`src/layer_pkg.sv`:
```
`default_nettype none

package layer_pkg;

	// lane and result width
	localparam int DATA_W = 32;
	localparam int Q_FRAC = 15; // Q15 fraction bits
	localparam int LANES  = 4;

	// three stages of two 2x2 switches
	localparam int SEL_W  = 6;

	// sample edge to out_valid, capture + router + two mac + result
	localparam int PIPE_LAT = 5;

	// signed lane value or dot product
	typedef logic signed [DATA_W-1:0]   data_t;

	// full multiplier product before the Q shift
	typedef logic signed [2*DATA_W-1:0] prod_t;

	// running window sum, wraps
	typedef logic signed [DATA_W-1:0]   acc_t;

	// benes switch controls, bit k = switch k
	typedef logic [SEL_W-1:0]           sel_t;

endpackage

`default_nettype wire

```
`src/result_stage.sv`:
```
`timescale 1ns/1ps
`default_nettype none

module result_stage
	import layer_pkg::*;
(
	input  wire logic  clk,
	input  wire logic  rst_n,
	input  wire logic  sum_valid,
	input  wire logic  sum_first, // restart the window with this item
	input  wire data_t sum,
	output logic       out_valid, // one-cycle pulse per item
	output data_t      dot,
	output acc_t       acc
);

	acc_t acc_next;

	// restart or extend the window, wraps on overflow
	always_comb begin
		if (sum_first) begin
			acc_next = acc_t'(sum);
		end else begin
			acc_next = acc + acc_t'(sum);
		end
	end

	always_ff @(posedge clk or negedge rst_n) begin
		if (!rst_n) begin
			out_valid <= 1'b0;
			dot       <= '0;
			acc       <= '0;
		end else begin
			out_valid <= sum_valid; // sum_valid is already a single-cycle strobe
			if (sum_valid) begin
				dot <= sum; // held until next item
				acc <= acc_next;
			end
		end
	end

endmodule

`default_nettype wire

```
`config.mk`:
```
export PLATFORM = sky130hd
export DESIGN_NAME = result_stage
export DESIGN_NICKNAME = d
export VERILOG_FILES = /design/src/layer_pkg.sv /design/src/result_stage.sv
export SDC_FILE = /design/constraint.sdc
export NUM_CORES = 1
export LEC_CHECK = 0
export ABC_AREA = 1
export BUFFER_PORTS_ARGS = -buffer_cell sky130_fd_sc_hd__buf_2
export CORE_MARGIN = 2
export CORE_UTILIZATION = 30
export DETAILED_ROUTE_END_ITERATION = 10
export PLACE_DENSITY = 0.46
export REMOVE_ABC_BUFFERS = 1
export SLEW_MARGIN = 20
export SYNTH_ARGS = -nofsm -noshare
export SYNTH_HDL_FRONTEND = slang
export SYNTH_SLANG_ARGS = --single-unit
```
`constraint.sdc`:
```
create_clock -name clk -period 5.1 [get_ports clk]
set_clock_uncertainty 0.1 [all_clocks]
set_input_delay 1.02 -clock clk [delete_from_list [all_inputs] [get_ports clk]]
set_output_delay 1.02 -clock clk [all_outputs]
set_load 0.02 [all_outputs]
```
Yosys cells after proc, flatten, opt, wreduce, memory -nomap -nowiden

Index checks and enable logic that the tools add are counted.

Input port bits: 36
Logic and storage cells: 5
Output and inout port bits: 65
Register bits after elaboration: 65

Muxes and demuxes: 1
$add $sub $neg: 1

Operators by type and width:

| cell             | count |
|---|---|
| $add A32 B32 Y32 | 1 |
| $mux W32         | 1 |

Depth between registers and ports, before layout

Depth in word-level cells: 2
Depth in mapped cells: 13
Depth with buffers taken out: 13

Least setup slack after synthesis

No wires, ideal clock.

Kind: input -> register
Start: input port sum[0]
End: register acc[24]
Cell stages on the path: 12
Slack: 2.510 ns
Arrival: 2.373 ns
Required time: 4.883 ns
Buffers on the path: 0
Cells stage by stage: ha_1 -> fa_1 -> nand3_1 -> nand3_1 -> nand2_1 -> nand2_1 -> nand3_1 -> nand3_1 -> nand2_1 -> nand3_1 -> nand2_1 -> nand2_1

Word-level cells in the longest chain between the ends: 2

RTL lines:

| element              | RTL line           | text |
|---|---|---|
| start, declared      | result_stage.sv:11 | `input wire data_t sum,` |
| $add A32 B32 Y32     | result_stage.sv:24 | `acc_next = acc + acc_t'(sum);` |
| $mux W32             | result_stage.sv:21 | `if (sum_first) begin` |
| end signal, assigned | result_stage.sv:37 | `acc <= acc_next;` |
| end, declared        | result_stage.sv:14 | `output acc_t acc` |

No other way between the ends.
A chain may end at the register's enable or synchronous reset.

Worst setup path in the final report

Start: input port sum[0]
End: register acc[28]

The elaborated chain is that of the path after synthesis.

==> results.sh <==
export IMPL_setup_viol=0
export IMPL_fp_dieH_um=135
export IMPL_yosys_area_top_type="dfrtp_1"
export IMPL_fillers=1883
export IMPL_min_path_type="reg2reg"
export IMPL_r2r_start="acc[0]"
export IMPL_postCtsHoldBufs=0
export IMPL_synth_top_area_share_pct=31.8
export IMPL_syn_cell_area_um2=5120
export IMPL_totalPowerFinal_uw=2310
export IMPL_layout_nets=992
export IMPL_yosys_most_used_dff="dfrtp_1"
export IMPL_crit_path_end="acc[28]"
export IMPL_syn_to_final_growth_pct=19.5
export IMPL_viasPerCell=4.34
export IMPL_grt_usage_pct=16.7
export IMPL_layout_drive_gt1_share_pct=15.7
export IMPL_post_synth_top_count_cell="nand2_1"
export IMPL_r2r_cells=12
export IMPL_dp_hpwl_um=11400
export IMPL_tns_ps=0
export IMPL_ys_warnings_count=0
export IMPL_clkSinkCount=65
export IMPL_detail_route_wl_per_cell_um=12.8
export IMPL_tightestPinTransition_ps=772
export IMPL_cts_buffers=9
export IMPL_grt_setup_unrepaired="false"
export IMPL_path_max_fanout=5
export IMPL_crit_chain="buf_2 > ha_1 > fa_1 > nand3_1 > nand3_1 > nand3_1 > nand3_2 > nand2_1 > nand2_1 > nand2_1 > nand3_1 > nand2_1 > nand2_1"
export IMPL_slew_headroom_pct=48.5
export IMPL_std_cell_rows=47
export IMPL_clock_path_buffers=2
export IMPL_gp_congestion=0.861
export IMPL_crit_top_cell="nand2_1"
export IMPL_cp_depth=13
export IMPL_synth_edf_count=0
export IMPL_finalHoldViolCount=0
export IMPL_io_buffer_count=100
export IMPL_yosys_top_cells_count="nand2_1 (366), inv_1 (122), dfrtp_1 (65)"
export IMPL_fin_crit_ps=2680
export IMPL_critPathMaxStageDelay_ps=460
export IMPL_power_density_nw_per_um2=378
export IMPL_antenna_found_initial=0
export IMPL_cp_end_kind="register"
export IMPL_synthTopCellsByArea="dfrtp_1 (32%), nand2_1 (27%), inv_1 (8.9%)"
export IMPL_ys_ff_latch=65
export IMPL_diodes=0
export IMPL_dr_first_iter_drc_count=292
export IMPL_clk_pin_slew_worst_paths_ps=60
export IMPL_period_share_pct=52.5
export IMPL_tritoncts="done"
export IMPL_crit_start="sum[0]"
export IMPL_ir_drop_v=0.000190
export IMPL_core_area_um2=16600
export IMPL_overflow=0
export IMPL_max_freq_ghz=0.373
export IMPL_slowest_stage="fa_1"
export IMPL_yosysUniqueCellTypes=29
export IMPL_avgSynthCellArea_um2=6.17
export IMPL_synth_cells=829
export IMPL_h_tree_depth=3
export IMPL_grt_max_degree=53
export IMPL_drt_pass1_iterations=4
export IMPL_status="finished, final reports clean"
export IMPL_crit_required_ps=5240
export IMPL_grt_pass1_vias=4556
export IMPL_ys_seq_area_share_pct=31.8
export IMPL_async_reset_ff_share_pct=100
export IMPL_reg2reg_to="acc[28]"
export IMPL_clk_insertion_delay_late_ps=340
export IMPL_drv_slew=0
export IMPL_routed_wl_um=14700
export IMPL_die_area_um2=18100
export IMPL_drtAntennaViolNets=0
export IMPL_p_leak_uw=0.00365
export IMPL_die_w_um=135
export IMPL_critPathKind="in2reg"
export IMPL_startpoint_type="primary input"
export IMPL_cts_setup_buffers=0
export IMPL_max_cap_viol_count=0
export IMPL_cts_root_buf="clkbuf_16"
export IMPL_path_delay_family="simple AND/OR/NAND/NOR gates"
export IMPL_num_io_pins=101
export IMPL_grt_pass1_wl_um=23600
export IMPL_initial_core_util_pct=30.8
export IMPL_cp_data_arrival_time_ps=2820
export IMPL_cp_buffers_inverters=1
export IMPL_drc=0
export IMPL_cts_resized=0
export IMPL_vias=4991
export IMPL_reg2reg_slack_ps=2810
logic make-up (layout without fill, tap and decap cells):
kind of cell | count (synthesis) | after routing | share of synthesized area, %
xor+xnor | 14 | 14 | 2.40
compound gates | 77 | 77 | 7.80
buf+inv | 145 | 245 | 10.7
flops | 65 | 65 | 31.8
fa+ha+maj | 32 | 32 | 7.97
simple gates | 496 | 496 | 39.4
layout by cell type, fill, tap and decap left out, types with 2 or more instances in the layout:
cell type and count:
inv_1 122, ha_1 31, o21bai_1 3, nand2_2 12, nor3_1 2, nor2_2 3, nand3_2 5, o21ai_1 6
nand2_1 366, dfrtp_1 65, nor2_1 61, inv_2 4, nand3_1 39, xor2_1 13, clkinv_2 3, o21ai_0 32
buf_2 100, buf_4 3, clkbuf_16 9, a21oi_1 34, nand4_1 3
routing by layer:
layer	vias up	share of wire, %	GRT usage, %
met4	0	1.7	5.85
met1	2155	53	24.5
li1	2728	-	-
met2	96	41	24.7
met5	-	0	0
met3	12	4.4	2.63
worst reg2reg max path, cell delays in order (launching register included):
cell     delay [ps]
dfrtp_1         410
ha_1            240
fa_1            460
nand3_1         120
nand3_1         140
nand3_1         120
nand3_2         160
nand2_1         140
nand2_1          60
nand2_1          60
nand3_1          60
nand2_1          80
nand2_1          50
layout make-up:
type | instances | area (um^2) | area share (%)
clock buffer | 11 | 243 | 3.97
sequential | 65 | 1630 | 26.6
clock inverter | 5 | 31.3 | 0.511
timing repair buffer | 103 | 523 | 8.55
inverter | 126 | 473 | 7.73
tap | 220 | 275 | 4.50
multi-input combinational | 619 | 2950 | 48.1
registers in the layout, summed over array words and instances (netlist names):
signal,flops
dot,32
acc,32
out_valid,1
worst min-delay path by stage:
stage | cells past startpoint | slack (ps) | end | start
final | 2 | 360 | dot[16] | dot[16]
after detailed placement | 2 | 350 | dot[28] | dot[28]
after floorplan | 2 | 480 | dot[0] | dot[0]
after global placement | 2 | 350 | dot[13] | dot[13]
after global routing | 2 | 390 | dot[16] | dot[16]
after CTS | 2 | 370 | dot[16] | dot[16]
stage by stage:
step | utilization, % | cells | setup slack, ps | instance area [um^2] | hold WS [ps]
after floorplan | - | 810 | 2490 | 5040 | 484
after global placement | 35.1 | 1133 | 2090 | 5840 | 350
after detailed placement | 35.1 | 1133 | 2060 | 5840 | 353
after CTS | 36.8 | 1149 | 2430 | 6120 | 368
after global routing | 36.8 | 1149 | 2270 | 6120 | 386
final | 36.8 | 1149 | 2420 | 6120 | 362
report_power, final:
part / switching [uW] / total [uW] / internal [uW]
sequential: 60.5 / 655 / 594
clock: 243 / 584 / 340
combinational: 718 / 1070 / 354
Note: power is estimated with default switching activity, not from simulation.
