[config.mk]
export PLATFORM = sky130hd
export DESIGN_NAME = benes_router
export DESIGN_NICKNAME = d
export VERILOG_FILES = /design/src/layer_pkg.sv /design/src/benes_router.sv
export SDC_FILE = /design/constraint.sdc
export NUM_CORES = 1
export LEC_CHECK = 0
export ABC_AREA = 1
export BUFFER_PORTS_ARGS = -buffer_cell sky130_fd_sc_hd__buf_2
export CAP_MARGIN = 20
export CORE_ASPECT_RATIO = 1.75
export CORE_MARGIN = 3
export CORE_UTILIZATION = 42
export CTS_CLUSTER_SIZE = 28
export DETAILED_ROUTE_END_ITERATION = 10
export PLACE_DENSITY = 0.68
export SYNTH_ARGS = -nofsm -noshare
export SYNTH_HDL_FRONTEND = slang
export SYNTH_SLANG_ARGS = --single-unit
[constraint.sdc]
create_clock -name clk -period 0.8 [get_ports clk]
set_clock_uncertainty 0.15 [all_clocks]
set_input_delay 0.04 -clock clk [delete_from_list [all_inputs] [get_ports clk]]
set_output_delay 0.04 -clock clk [all_outputs]
set_load 0.02 [all_outputs]
[src/layer_pkg.sv]
`default_nettype none

package layer_pkg;

	// lane and result width
	localparam int DATA_W = 32;
	localparam int Q_FRAC = 15; // Q15 fraction bits
	localparam int LANES  = 4;

	// three stages of two 2x2 switches
	localparam int SEL_W  = 6;

	// sample edge to out_valid, capture + router + two mac + result
	localparam int PIPE_LAT = 5;

	// signed lane value or dot product
	typedef logic signed [DATA_W-1:0]   data_t;

	// full multiplier product before the Q shift
	typedef logic signed [2*DATA_W-1:0] prod_t;

	// running window sum, wraps
	typedef logic signed [DATA_W-1:0]   acc_t;

	// benes switch controls, bit k = switch k
	typedef logic [SEL_W-1:0]           sel_t;

endpackage

`default_nettype wire

[src/benes_router.sv]
`timescale 1ns/1ps
`default_nettype none

module benes_router
	import layer_pkg::*;
(
	input  wire logic  clk,
	input  wire logic  rst_n,
	input  wire logic  in_valid,
	input  wire logic  in_first,
	input  wire data_t lanes_in [LANES],
	input  wire sel_t  sel,
	output logic       out_valid,
	output logic       out_first,
	output data_t      lanes_out [LANES]
);

	// 2x2 switch leg: bar passes x, cross passes y
	// top leg = pick(top, bot, s), bottom leg = pick(bot, top, s)
	function automatic data_t pick(input data_t x, input data_t y, input logic s);
		return s ? y : x;
	endfunction

	data_t a [LANES]; // after stage 0
	data_t b [LANES]; // after middle stage
	data_t c [LANES]; // after final stage, unregistered

	// stage 0, switches on lane pairs (0,1) and (2,3)
	always_comb begin
		a[0] = pick(lanes_in[0], lanes_in[1], sel[0]);
		a[1] = pick(lanes_in[1], lanes_in[0], sel[0]);
		a[2] = pick(lanes_in[2], lanes_in[3], sel[1]);
		a[3] = pick(lanes_in[3], lanes_in[2], sel[1]);
	end

	// middle stage, fed (a0,a2) and (a1,a3)
	always_comb begin
		b[0] = pick(a[0], a[2], sel[2]);
		b[1] = pick(a[2], a[0], sel[2]);
		b[2] = pick(a[1], a[3], sel[3]);
		b[3] = pick(a[3], a[1], sel[3]);
	end

	// final stage, fed (b0,b2) and (b1,b3)
	always_comb begin
		c[0] = pick(b[0], b[2], sel[4]);
		c[1] = pick(b[2], b[0], sel[4]);
		c[2] = pick(b[1], b[3], sel[5]);
		c[3] = pick(b[3], b[1], sel[5]);
	end

	// control delay alongside the lanes
	always_ff @(posedge clk or negedge rst_n) begin
		if (!rst_n) begin
			out_valid <= 1'b0;
			out_first <= 1'b0;
		end else begin
			out_valid <= in_valid;
			out_first <= in_first;
		end
	end

	// output register, one cycle through the network
	always_ff @(posedge clk) begin
		if (in_valid) begin
			for (int i = 0; i < LANES; i++) begin
				lanes_out[i] <= c[i];
			end
		end
	end

endmodule

`default_nettype wire

Word-level counts from Yosys, hierarchy flattened

Index checks and enable logic that the tools add are counted.

Add/subtract/negate cells: 0
Multiply operators: 0
Div/mod/pow operators: 0
Magnitude comparators: 0
Eq/ne operators: 0
Shift operators: 0
Muxes and demuxes: 12
Bitwise operators: 0
Reduce and logical (&&, ||, !) cells: 0

Operators with widths:

| kind     | count |
|---|---|
| $mux W32 | 12 |

Flip-flop bits (word level): 130
Latch bits: 0
RAM bits: 0
Memory bits (read-only): 0
Bits of input ports: 138
Output and inout bits: 130
Word-level logic and storage cells: 18
Memories: 0

Depth between registers and ports, before layout

Depth in word-level cells: 3
Depth in mapped cells: 6
Gate-level depth less buffers: 5

Worst setup path before layout

Ideal clock, no wire load.

Path type: input to register
From: in sel[0]
To: reg lanes_out[0] in the netlist's numbering (data pin)
Setup time: 0.253 ns
Data arrival time: 0.627 ns
Data required time: 0.397 ns
Setup slack: -0.230 ns
Cell stages on the path: 6
Cells stage by stage: buf_4 clkbuf_8 nand2_1 nand3_1 nand3_1 nand2_1

RTL lines:

| item                          | line               | text |
|---|---|---|
| start, declared               | benes_router.sv:12 | `input wire sel_t sel,` |
| end signal, assigned by index | benes_router.sv:67 | `lanes_out[i] <= c[i];` |
| end, declared                 | benes_router.sv:15 | `output data_t lanes_out [LANES]` |

Worst setup path in the final report

From: reg lanes_out[21] in the netlist's numbering
To: out lanes_out[21] in the netlist's numbering

No word-level cell between the ends.

==> flow_summary.json <==
{
  "via_count": 9924,
  "coreArea_um2": 19400,
  "worst_pin_slew_ns": 0.389,
  "hold_path.class": "in -> reg",
  "drc_errors": 0,
  "slew_viol_final": 0,
  "synthTopCellsByCount": "512 x nand3_1, 384 x nand2_1, 128 x edfxtp_1",
  "hold_slack_ns": -0.0996,
  "grt_usage_pct": 26.9,
  "grt_pass1_vias": 9002,
  "rows": 67,
  "crit_fanout": 1,
  "cts_made_buffers": 17,
  "dpl.cell_count": 1572,
  "cts_sinks": 130,
  "drive_above_1_share_pct": 30.8,
  "fillCellCount": 1633,
  "violations": "hold timing, setup timing",
  "worst_setup_path_start_kind": "register",
  "required_ns": 0.61,
  "clockBufferDepth": 2,
  "rsz0062_at_grt": "yes",
  "critPathSlowestCell": "edfxtp_1",
  "status": "finished, violations left",
  "leakagePower_uw": 0.00564,
  "dpl.hpwl_um": 20800,
  "dp_slack_ns": -0.446,
  "maxCapViolations": 0,
  "initial_core_util_pct": 43.3,
  "grt_max_degree": 65,
  "powerDensity_nw_per_um2": 1900,
  "synth_area_um2": 8420,
  "clkSlewWorstSetupHoldPaths_ns": 0.06,
  "gp_congestion": 0.918,
  "cts_root_buf": "clkbuf_16",
  "synth_area_per_cell_um2": 7.59,
  "firstDrtPassIters": 6,
  "wl_per_cell_um": 21.3,
  "synth_top_area_share_pct": 45.6,
  "fin_cells": 1631,
  "synth_edf_count": 128,
  "ys_ff_latch": 130,
  "max_slew_margin_pct": 74.1,
  "met1Wirelength_um": 11400,
  "cts_tree": "built",
  "fin_ws_ns": -0.406,
  "cp.arrival_ns": 1.02,
  "dr_wl_met3_um": 4060,
  "die_h_um": 193,
  "io_pins": 268,
  "antenna_found_initial": 5,
  "highest_layer": "met5",
  "irDropWorstVdd_mv": 1.13,
  "yosysSeqAreaShare_pct": 46.2,
  "endpoint_kind": "output port",
  "p_total_uw": 23100,
  "setup_viol": 133,
  "via_per_inst": 6.08,
  "utilization_pct": 62.5,
  "syn_inst": 1110,
  "postCtsHoldBufs": 3,
  "wl_um": 34700,
  "critPathKind": "reg -> out",
  "grt_overflow": 0,
  "drt_iter0_drc": 1084,
  "grt_pass1_wl_um": 46700,
  "critPathTopFamily": "flip-flops",
  "htree_levels": 4,
  "met2_length_um": 17400,
  "period_share_pct": 151,
  "path_buf_inv": 1,
  "async_flop_share_pct": 1.54,
  "synth_ff_type": "edfxtp_1",
  "io_buffers": 267,
  "synth_cell_types": 9,
  "synth_warnings": 0,
  "area_growth_pct": 44.3,
  "fmax_mhz": 829,
  "synth_fp_nets": 1248,
  "cts_setup_buffers": 0,
  "hold_viol": 140,
  "yosysMostFrequentCell": "nand3_1",
  "worstPathCellList": "buf_6",
  "yosys.area.top_type": "edfxtp_1",
  "die_w_um": 113,
  "fp.dieArea_um2": 21900,
  "final_nets": 1513,
  "cp_slowest_stage_delay_ns": 0.43,
  "ys_top_cells_by_area": "edfxtp_1 46%, nand3_1 30%, nand2_1 17%",
  "finalCriticalPeriod_ns": 1.21,
  "ant_nets": 0
}
-- worst paths after layout --
| path | from | end | slack (ns) | cells past startpoint |
|---|---|---|---|---|
| max | lanes_out[21]$_DFFE_PP_ | lanes_out[21] | -0.41 | 1 |
| min | in_valid | lanes_out[87]$_DFFE_PP_ | -0.1 | 2 |
| min in group asynchronous | rst_n | out_valid$_DFF_PN0_ | 0.31 | 3 |
| max in group asynchronous | rst_n | out_first$_DFF_PN0_ | 0.07 | 3 |
-- per-layer routing --
layer	global-route usage, %	vias up
li1	-	4471
met4	11.9	8
met2	46.7	711
met1	30.4	4584
met5	0	-
met3	7.41	150
-- metrics by stage --
step,instance area (um2),TNS (ns)
2_1_floorplan,8540,-23.37
3_3_place_gp,10200,-66.61
3_5_place_dp,10200,-69.21
4_1_cts,11200,-46.54
5_1_grt,12100,-49.30
6_report,12200,-45.40
-- state kept, by name, indices dropped and copies added (netlist names) --
signal	cells
lanes_out	128
out_first	1
out_valid	1
-- layout make-up --
type                            instances  area (um2)  share of cell area (%)
Inverter                                6        45.0                   0.371
Antenna cell                            2        5.00                  0.0412
Clock buffer                           18         429                    3.53
Tap cell                              241         302                    2.48
Timing Repair Buffer                  324        3060                    25.2
Multi-Input combinational cell        896        4280                    35.2
Clock inverter                         14         141                    1.16
Sequential cell                       130        3890                    32.0
-- power breakdown --
part | switching, uW | leakage, uW | internal (uW)
sequential | 320 | 0.00127 | 8430
clock | 3120 | 0.000273 | 4560
combinational | 3930 | 0.00410 | 2730
-- logic make-up (layout without fill, tap and decap cells) --
group,Yosys count,count (layout),share of synthesized area (%)
AND/OR/NAND/NOR,896,896,47.5
flip-flops,130,130,46.2
buffers and inverters,84,362,6.21
other,0,2,0
-- timing repair --
action / 4_1_cts / 5_1_grt
gates cloned: 0 / 22
endpoints found under the hold margin: 147 / 114
setup endpoints to repair: 130 / 250
pin swaps: 0 / 9
gates resized for setup: 118 / 151
-- cells in the final DEF (no fill, tap or decap), types with 2 or more instances in the layout --
cell / netlist / routed
nand2_1: 384 / 351
buf_6: 2 / 109
inv_4: 0 / 2
nand3_2: 0 / 38
bufinv_16: 0 / 2
dfrtp_1: 2 / 2
clkinv_2: 0 / 4
dlygate4sd3_1: 0 / 3
buf_12: 0 / 23
inv_2: 6 / 2
buf_4: 4 / 9
edfxtp_1: 128 / 128
nand2_2: 0 / 33
diode_2: 0 / 2
clkinv_4: 0 / 4
buf_2: 62 / 161
clkinvlp_4: 0 / 3
clkbuf_16: 0 / 34
nand3_1: 512 / 474
(Power assumes the default switching activity.)
