$ cat src/layer_pkg.sv
`default_nettype none

package layer_pkg;

	// lane and result width
	localparam int DATA_W = 32;
	localparam int Q_FRAC = 15; // Q15 fraction bits
	localparam int LANES  = 4;

	// three stages of two 2x2 switches
	localparam int SEL_W  = 6;

	// sample edge to out_valid, capture + router + two mac + result
	localparam int PIPE_LAT = 5;

	// signed lane value or dot product
	typedef logic signed [DATA_W-1:0]   data_t;

	// full multiplier product before the Q shift
	typedef logic signed [2*DATA_W-1:0] prod_t;

	// running window sum, wraps
	typedef logic signed [DATA_W-1:0]   acc_t;

	// benes switch controls, bit k = switch k
	typedef logic [SEL_W-1:0]           sel_t;

endpackage

`default_nettype wire

$ cat src/lane_capture.sv
`timescale 1ns/1ps
`default_nettype none

module lane_capture
	import layer_pkg::*;
(
	input  wire logic  clk,
	input  wire logic  rst_n,
	input  wire logic  in_valid,  // one-cycle strobe
	input  wire logic  first,     // window restart, only with in_valid
	input  wire data_t act_in [LANES],
	input  wire data_t wgt_in [LANES],
	input  wire sel_t  act_sel,
	input  wire sel_t  wgt_sel,
	output logic       cap_valid,
	output logic       cap_first,
	output data_t      cap_act [LANES],
	output data_t      cap_wgt [LANES],
	output sel_t       cap_act_sel,
	output sel_t       cap_wgt_sel
);

	// control bits, always sampled
	always_ff @(posedge clk or negedge rst_n) begin
		if (!rst_n) begin
			cap_valid <= 1'b0;
			cap_first <= 1'b0;
		end else begin
			cap_valid <= in_valid;
			cap_first <= in_valid & first; // stray first on idle cycle dropped
		end
	end

	// lanes and selects
	// hold on idle cycles so the datapath stays quiet
	always_ff @(posedge clk) begin
		if (in_valid) begin
			for (int i = 0; i < LANES; i++) begin
				cap_act[i] <= act_in[i];
				cap_wgt[i] <= wgt_in[i];
			end
			cap_act_sel <= act_sel; // each router gets its own select
			cap_wgt_sel <= wgt_sel;
		end
	end

endmodule

`default_nettype wire

$ cat config.mk
export PLATFORM = sky130hd
export DESIGN_NAME = lane_capture
export DESIGN_NICKNAME = d
export VERILOG_FILES = /design/src/layer_pkg.sv /design/src/lane_capture.sv
export SDC_FILE = /design/constraint.sdc
export NUM_CORES = 1
export LEC_CHECK = 0
export BUFFER_PORTS_ARGS = -buffer_cell sky130_fd_sc_hd__buf_2
export CORE_AREA = 2 2 210 212
export CTS_BUF_LIST = sky130_fd_sc_hd__clkbuf_8
export CTS_CLUSTER_DIAMETER = 200
export DETAILED_ROUTE_END_ITERATION = 10
export DIE_AREA = 0 0 212 214
export SLEW_MARGIN = 15
export SYNTH_ARGS = -nofsm -noshare
export SYNTH_HDL_FRONTEND = slang
export SYNTH_SLANG_ARGS = --single-unit
$ cat constraint.sdc
create_clock -name clk -period 1.1 [get_ports clk]
set_input_delay 0.11 -clock clk [delete_from_list [all_inputs] [get_ports clk]]
set_output_delay 0.11 -clock clk [all_outputs]
set_load 0.005 [all_outputs]
## Yosys cells after proc, flatten, opt, wreduce, memory -nomap -nowiden

Index checks and enable logic that the tools add are counted.

- Bits in registers: 270
- Latch bits: 0
- Memory bits (writable): 0
- Memory bits (read-only): 0
- Memories kept: 0

- $add $sub $neg: 0
- $mul: 0
- Div/mod/pow operators: 0
- $lt $le $gt $ge: 0
- Equal/unequal tests: 0
- Shift operators: 0
- Mux-type cells: 0
- Bitwise gates (word level): 1
- Reductions and logical operators: 0

Operator list:

| kind | number |
|---|---|
| AND 1 bit | 1 |

## Logic depth before layout (Yosys ltp)

Gate-level depths: netlist of run 1.

- Depth in word-level cells: 1
- Gate-level depth with buffers: 1
- Mapped depth without buffers: 1

## Worst setup path after synthesis of run 1

OpenSTA, ideal clock, no wires.

- Kind: register to output
- Start point: reg cap_act[0] in the netlist's numbering
- End point: out cap_act[0] in the netlist's numbering
- Data arrival time: 0.355 ns
- Data required time: 0.990 ns
- Setup slack: 0.635 ns
- Stages on the path, launching flop included: 1
- Buffers on the path: 0
- Cell sequence: edfxtp_1

RTL lines:

| item | line | text |
|---|---|---|
| from (decl) | lane_capture.sv:17 | `output data_t cap_act [LANES],` |
| from (signal, indexed assignment) | lane_capture.sv:39 | `cap_act[i] <= act_in[i];` |

No word-level cell between the ends.

## Worst setup path after layout of run 1

- Start point: reg cap_act[47] in the netlist's numbering
- End point: out cap_act[47] in the netlist's numbering

No word-level cell between the ends.

==> results of run 1 <==
==> layout make-up <==
cell class                      instances  share of cell area (%)
Tap cell                              585                    4.73
Clock inverter                         33                   0.995
Clock buffer                           49                    4.36
Timing Repair Buffer                  844                    37.5
Multi-Input combinational cell          1                  0.0405
Sequential cell                       270                    52.4
Antenna cell                            3                  0.0485
==> worst max-delay path by stage <==
stage / startpoint / end / depth (start not counted)
5_1_grt: cap_act[47]$_DFFE_PP_ / cap_act[47] / 1
3_5_place_dp: in_valid / cap_wgt[15]$_DFFE_PP_ / 3
6_report: cap_act[47]$_DFFE_PP_ / cap_act[47] / 1
3_3_place_gp: in_valid / cap_wgt[15]$_DFFE_PP_ / 3
4_1_cts: cap_act[47]$_DFFE_PP_ / cap_act[47] / 1
2_1_floorplan: cap_act[0]$_DFFE_PP_ / cap_act[0] / 0
==> power breakdown <==
part           switching (mW)  total, mW  internal, mW
combinational            1.05       2.63          1.58
sequential              0.229       12.5          12.2
clock                    3.95       8.26          4.31
==> routing by layer <==
metal	global-route usage [%]	vias to the layer above	share of wire, %
li1	-	2912	-
met1	12.4	3031	36
met2	21.3	338	51
met3	4.93	64	9.0
met4	5.87	0	3.4
met5	0	-	0
==> logic make-up after synthesis <==
group         after synthesis  share of synthesized area, %
flops                     270                          99.9
simple gates                1                        0.0772
==> metrics by stage <==
stage / setup TNS, ns / cell area (um^2) / worst slack [ns] / total power [mW]
2_1_floorplan: 0 / 8100 / 0.635 / 12.8
3_3_place_gp: 0 / 11900 / 0.118 / 14.5
3_5_place_dp: 0 / 11900 / 0.118 / 14.5
4_1_cts: -41.27 / 15400 / -0.336 / 23.6
5_1_grt: -45.58 / 15500 / -0.335 / 24.4
6_report: -21.72 / 15500 / -0.209 / 23.3
==> registers in the layout, summed over array words and instances (netlist names) <==
register and flops:
cap_act 128, cap_act_sel 6, cap_first 1, cap_valid 1
cap_wgt 128, cap_wgt_sel 6
==> Yosys cell counts <==
cell type / count / share of area, %
sky130_fd_sc_hd__and2_1: 1 / 0.077
sky130_fd_sc_hd__dfrtp_1: 2 / 0.62
sky130_fd_sc_hd__edfxtp_1: 268 / 99
==> repair_timing <==
action | CTS | global route
buffers inserted | 0 | 0
resized for setup | 4 | 2
hold endpoints to repair | 317 | 0
hold buffers | 272 | 0
setup endpoints to repair | 270 | 270
pin swaps | 0 | 0
==> load_flow_metrics.sql, run 1 <==
INSERT INTO impl_metrics (metric_group, metric, value, unit) VALUES
('status', 'status', 'finished with violations', ''),
('status', 'violations', 'setup timing', ''),
('floorplanning', 'core_area', '42900', 'um^2'),
('layout', 'multiInputGateArea', '6.26', 'um^2'),
('route', 'detail_route.vias_per_cell', '3.55', ''),
('worst_setup_path', 'path_buf_inv', '1', ''),
('route', 'wire_per_inst', '16.1', 'um'),
('floorplanning', 'die_width', '212', 'um'),
('layout', 'postLayoutCoreUtil', '36.1', '%'),
('floorplanning', 'i_o_pin_total', '542', ''),
('place', 'dpl.cell_count', '1428', ''),
('worst_setup_path', 'cells_traversed_along_the_worst_timing_path', 'buf_2', ''),
('layout', 'area_growth_from_synthesis_to_final_layout', '90.8', '%'),
('floorplanning', 'die-area', '45400', 'um^2'),
('sta', 'final_period_minus_worst_setup_slack', '1.31', 'ns'),
('power', 'static-leakage-power', '6.62', 'nW'),
('synthesis', 'synth-seq-cells', '270', ''),
('global_route', 'first_global_vias', '7236', ''),
('power', 'vdd.ir_drop.worst', '0.897', 'mV'),
('synthesis', 'synth_area_per_cell', '29.9', 'um^2'),
('global_route', 'track_usage', '12.1', '%'),
('worst_hold_path', 'min_from', 'act_in[110]', ''),
('sta', 'worst_hold_slack', '0.232', 'ns'),
('route', 'antenna_left', '0', ''),
('worst_hold_path', 'worst_hold_endpoint', 'cap_act[110]$_DFFE_PP_', ''),
('route', 'drt-initial-drc-count', '250', ''),
('clock_tree', 'cts_tree', 'built', ''),
('clock_tree', 'htree_num_levels', '2', ''),
('synthesis', 'syn_area', '8100', 'um^2'),
('floorplanning', 'floorplan.die.height', '214', 'um'),
('sta', 'unrepaired_setup_endpoints_after_global_routing', 'yes', ''),
('clock_tree', 'clock_tree.root_cell', 'sky130_fd_sc_hd__clkbuf_8', ''),
('global_route', 'initial_antenna_violation_count', '3', ''),
('worst_hold_path', 'hp-class', 'in2reg', ''),
('synthesis', 'ys_types', '3', ''),
('floorplanning', 'placementRows', '76', ''),
('worst_setup_path', 'worst_ep_required_time', '0.99', 'ns'),
('worst_setup_path', 'worst-endpoint-arrival', '1.20', 'ns'),
('sta', 'achievable_freq', '0.764', 'GHz'),
('worst_setup_path', 'worst_path_class_setup', 'reg2out', ''),
('layout', 'fillCellCount', '4017', ''),
('worst_setup_path', 'critical-path-max-stage-delay', '0.46', 'ns'),
('clock_tree', 'tritoncts.num_buffers', '46', ''),
('layout', 'layout-drive-gt1-share', '52.2', '%'),
('global_route', 'grt_overflow', '0', ''),
('sta', 'finalMaxSlewViolations', '0', ''),
('sta', 'worst-slew-pin-transition', '0.218', 'ns'),
('route', 'drt-pass1-iter-count', '6', ''),
('layout', 'post_route_insts_no_fill', '1785', ''),
('clock_tree', 'clk_path_buf_depth', '3', ''),
('synthesis', 'syn-num-nets', '543', ''),
('sta', 'finalWorstSetupSlack', '-0.209', 'ns'),
('clock_tree', 'clock-sinks', '270', ''),
('synthesis', 'sequential_share_of_the_synthesized_area', '99.9', '%'),
('synthesis', 'ys.warnings.count', '0', ''),
('flow_run', 'cap_viol_max_count', '0', ''),
('route', 'num_vias', '6345', ''),
('synthesis', 'number_of_instances_in_the_synthesized_netlist', '271', ''),
('worst_setup_path', 'timing.critical_path.from_type', 'flop', ''),
('layout', 'num-nets-final', '1435', ''),
('clock_tree', 'clock_slew_at_the_register_clock_pins_of_the_worst_setup_and_hold_paths', '0.06', 'ns'),
('layout', 'regArea', '8100', 'um^2'),
('layout', 'layout.cells.most_common_list', '537 x sky130_fd_sc_hd__buf_2, 272 x sky130_fd_sc_hd__dlygate4sd3_1, 268 x sky130_fd_sc_hd__edfxtp_1, 49 x sky130_fd_sc_hd__clkbuf_8', ''),
('worst_setup_path', 'end_kind', 'output port', ''),
('sta', 'timing.slew.headroom', '85.5', '%'),
('worst_setup_path', 'worstPathMaxFanout', '1', ''),
('worst_setup_path', 'crit_path_max_delay_cell_type', 'sky130_fd_sc_hd__edfxtp_1', ''),
('place', 'globalplace.congestion', '0.892', ''),
('worst_setup_path', 'worst_path_top_cell_family_by_delay', 'flip-flops', ''),
('route', 'drt_drc_violations_left', '0', ''),
('sta', 'fin_crit_sh', '119', '%'),
('place', 'dp_hpwl', '19.2', 'mm'),
('route', 'routed_wl', '28.8', 'mm'),
('global_route', 'grt_max_degree', '37', ''),
('power', 'pwr_density_cell', '1510', 'nW/um^2'),
('place', 'io_buffer_count', '541', ''),
('sta', 'final_report_hold_violation_count', '0', ''),
('global_route', 'grt_first_pass_wirelength', '41.1', 'mm'),
('floorplanning', 'floorplan.initialDensity', '18.9', '%'),
('worst_hold_path', 'worst_hold_path_stage_count', '2', ''),
('sta', 'setup_violations', '270', ''),
('layout', 'final_common_cell', 'sky130_fd_sc_hd__buf_2', '');
Note: power is estimated with default switching activity, not from simulation.
==> run 2: changes to the inputs <==
--- a/config.mk
+++ b/config.mk
@@ -5,6 +5,7 @@
 export SDC_FILE = /design/constraint.sdc
 export NUM_CORES = 1
 export LEC_CHECK = 0
+export ABC_AREA = 1
 export BUFFER_PORTS_ARGS = -buffer_cell sky130_fd_sc_hd__buf_2
 export CORE_AREA = 2 2 210 212
 export CTS_BUF_LIST = sky130_fd_sc_hd__clkbuf_8
==> load_flow_metrics.sql, run 2 <==
INSERT INTO impl_metrics (metric_group, metric, value, unit) VALUES
('sta', 'final_report_hold_violation_count', '0', ''),
('clock_tree', 'htree_num_levels', '2', ''),
('place', 'dpl.cell_count', '1429', ''),
('synthesis', 'synth_area_per_cell', '29.8', 'um^2'),
('synthesis', 'number_of_instances_in_the_synthesized_netlist', '272', ''),
('route', 'num_vias', '6470', ''),
('sta', 'timing.slew.headroom', '51.6', '%'),
('floorplanning', 'floorplan.initialDensity', '18.9', '%'),
('flow_run', 'cap_viol_max_count', '0', ''),
('global_route', 'grt_first_pass_wirelength', '42.4', 'mm'),
('route', 'antenna_left', '0', ''),
('sta', 'unrepaired_setup_endpoints_after_global_routing', 'yes', ''),
('clock_tree', 'clock_slew_at_the_register_clock_pins_of_the_worst_setup_and_hold_paths', '0.06', 'ns'),
('clock_tree', 'cts_post_setup_buffers_inserted', '0', ''),
('power', 'vdd.ir_drop.worst', '1.16', 'mV'),
('layout', 'layout.cells.most_common_list', '539 x sky130_fd_sc_hd__buf_2, 274 x sky130_fd_sc_hd__dlygate4sd3_1, 268 x sky130_fd_sc_hd__edfxtp_1, 47 x sky130_fd_sc_hd__clkbuf_8, 25 x sky130_fd_sc_hd__buf_4', ''),
('route', 'routed_wl', '30.0', 'mm'),
('floorplanning', 'die-area', '45400', 'um^2'),
('layout', 'largest_registers', 'cap_act x128, cap_wgt x128', ''),
('synthesis', 'yosysTopAreaCellShare', '99.3', '%'),
('synthesis', 'synth.area.top_cells', 'sky130_fd_sc_hd__edfxtp_1 99%, sky130_fd_sc_hd__dfrtp_1 0.62%, sky130_fd_sc_hd__inv_1 0.046%', ''),
('floorplanning', 'die_width', '212', 'um'),
('power', 'static-leakage-power', '6.63', 'nW'),
('place', 'io_buffer_count', '541', ''),
('global_route', 'track_usage', '12.6', '%'),
('route', 'drt_drc_violations_left', '0', ''),
('power', 'p_clk_share', '36.2', '%'),
('synthesis', 'sequential_share_of_the_synthesized_area', '99.9', '%'),
('synthesis', 'async_reset_ff_share', '0.741', '%'),
('synthesis', 'syn_area', '8110', 'um^2'),
('floorplanning', 'floorplan.die.height', '214', 'um'),
('global_route', 'initial_antenna_violation_count', '5', ''),
('power', 'pwr_density_cell', '1530', 'nW/um^2'),
('synthesis', 'ys.warnings.count', '0', ''),
('synthesis', 'syn-num-nets', '544', ''),
('global_route', 'grt_max_degree', '45', ''),
('worst_setup_path', 'crit_path_max_delay_cell_type', 'sky130_fd_sc_hd__edfxtp_1', ''),
('floorplanning', 'core_area', '42900', 'um^2'),
('clock_tree', 'clock-sinks', '270', ''),
('synthesis', 'ys_top_cells_by_count', '268 x sky130_fd_sc_hd__edfxtp_1, 2 x sky130_fd_sc_hd__dfrtp_1, 1 x sky130_fd_sc_hd__inv_1, 1 x sky130_fd_sc_hd__nand2_1', ''),
('route', 'wire_per_inst', '16.7', 'um'),
('layout', 'post_route_insts_no_fill', '1791', ''),
('layout', 'fillCellCount', '3967', ''),
('synthesis', 'postSynth.topFlopCell', 'sky130_fd_sc_hd__edfxtp_1', ''),
('synthesis', 'post-synth-top-count-cell', 'sky130_fd_sc_hd__edfxtp_1', ''),
('global_route', 'first_global_vias', '7320', ''),
('worst_setup_path', 'cells_traversed_along_the_worst_timing_path', 'buf_2', ''),
('power', 'power_report.internal_total', '18.5', 'mW'),
('worst_setup_path', 'worst-endpoint-arrival', '1.18', 'ns'),
('power', 'sw_frac_of_total', '22.1', '%'),
('sta', 'finalWorstSetupSlack', '-0.192', 'ns'),
('worst_setup_path', 'worstPathMaxFanout', '1', ''),
('layout', 'final_common_cell', 'sky130_fd_sc_hd__buf_2', ''),
('synthesis', 'ys_types', '4', ''),
('worst_setup_path', 'critical-path-max-stage-delay', '0.44', 'ns'),
('sta', 'fin_crit_sh', '117', '%'),
('layout', 'postLayoutCoreUtil', '36.2', '%'),
('worst_setup_path', 'end_kind', 'output port', ''),
('status', 'status', 'finished with violations', ''),
('clock_tree', 'clock_tree.root_cell', 'sky130_fd_sc_hd__clkbuf_8', ''),
('power', 'p_switching', '5.25', 'mW'),
('floorplanning', 'i_o_pin_total', '542', ''),
('worst_setup_path', 'worst_path_top_cell_family_by_delay', 'flip-flops', ''),
('layout', 'num-nets-final', '1439', ''),
('worst_hold_path', 'hp-class', 'in2reg', ''),
('layout', 'area_growth_from_synthesis_to_final_layout', '91.6', '%'),
('route', 'drt-pass1-iter-count', '4', ''),
('worst_setup_path', 'timing.critical_path.from_type', 'flop', ''),
('worst_setup_path', 'worst_ep_required_time', '0.99', 'ns'),
('clock_tree', 'tritoncts.num_buffers', '45', ''),
('layout', 'layout-drive-gt1-share', '52.5', '%'),
('place', 'globalplace.congestion', '0.906', ''),
('sta', 'worst-slew-pin-transition', '0.724', 'ns'),
('place', 'dp_hpwl', '20.4', 'mm'),
('worst_setup_path', 'worst_path_class_setup', 'reg2out', ''),
('clock_tree', 'cts_tree', 'built', ''),
('floorplanning', 'placementRows', '76', ''),
('route', 'drt-initial-drc-count', '403', ''),
('status', 'violations', 'setup timing', ''),
('sta', 'setup_violations', '282', ''),
('synthesis', 'synth-seq-cells', '270', ''),
('sta', 'achievable_freq', '0.774', 'GHz'),
('route', 'detail_route.vias_per_cell', '3.61', ''),
('global_route', 'grt_overflow', '0', ''),
('synthesis', 'synth.largest_area_cell', 'sky130_fd_sc_hd__edfxtp_1', ''),
('power', 'combinationalPowerShare', '11.2', '%'),
('sta', 'finalMaxSlewViolations', '0', ''),
('worst_setup_path', 'path_buf_inv', '1', ''),
('clock_tree', 'clk_path_buf_depth', '3', ''),
('synthesis', 'number_of_flops_mapped_to_enable_cells_by_yosys', '268', ''),
('sta', 'final_period_minus_worst_setup_slack', '1.29', 'ns'),
('power', 'seq_power_share', '52.6', '%');
[run 2: cell type report]
class                           instances  area (um^2)  area share, %
Inverter                                1         3.75         0.0242
Multi-Input combinational cell          1         3.75         0.0242
Clock buffer                           47          647           4.17
Tap cell                              585          732           4.71
Sequential cell                       270         8100           52.1
Timing Repair Buffer                  848         5810           37.4
Antenna cell                            4         10.0         0.0645
Clock inverter                         35          223           1.43
[run 2: power groups by stage]
stage	Clock (mW)	Sequential [mW]	Combinational, mW
after floorplan	0	12.8	0.00132
after global placement	0	12.7	1.81
after detailed placement	0	12.7	1.84
after CTS	8.95	12.5	2.64
after global routing	9.37	12.5	2.84
final	8.59	12.5	2.66
[run 2: logic make-up after synthesis]
logic type / share of synthesized area (%)
buffers and inverters: 0.0463
flip-flops: 99.9
AND/OR/NAND/NOR: 0.0463
[run 2: timing repair]
| item | 4_1_cts | 5_1_grt |
|---|---|---|
| endpoints found under the hold margin | 357 | 12 |
| endpoints found under the setup margin | 270 | 283 |
| gates cloned | 0 | 1 |
| gates resized for setup | 2 | 1 |
| hold buffers | 275 | 1 |
| pin swaps | 0 | 0 |
[run 2: per-stage QoR]
step	instance area (um^2)	total power, mW	setup TNS [ns]	worst slack (ns)	hold slack, ns
5_1_grt	15500	24.8	-45.61	-0.250	0.0343
6_report	15500	23.7	-23.41	-0.192	0.0582
3_5_place_dp	11900	14.5	0	0.164	-0.0821
3_3_place_gp	11900	14.5	0	0.171	-0.0839
4_1_cts	15500	24.1	-43.81	-0.247	0.00446
2_1_floorplan	8110	12.8	0	0.635	-0.186
[run 2: final timing paths]
check | depth (start not counted) | slack, ns | startpoint | to
max | 1 | -0.19 | cap_act[25]$_DFFE_PP_ | cap_act[25]
min | 3 | 0.06 | in_valid | cap_wgt[39]$_DFFE_PP_
max in group asynchronous | 3 | 0.53 | rst_n | cap_valid$_DFF_PN0_
min in group asynchronous | 3 | 0.43 | rst_n | cap_first$_DFF_PN0_
[run 2: layer usage]
layer  track usage [%]  part of all wire [%]  vias up
li1                  -                     -     2921
met1              12.7                    36     3118
met3              4.37                   8.4       70
met2              22.8                    52      359
met4              6.22                   3.4        2
met5                 0                 0.030        -
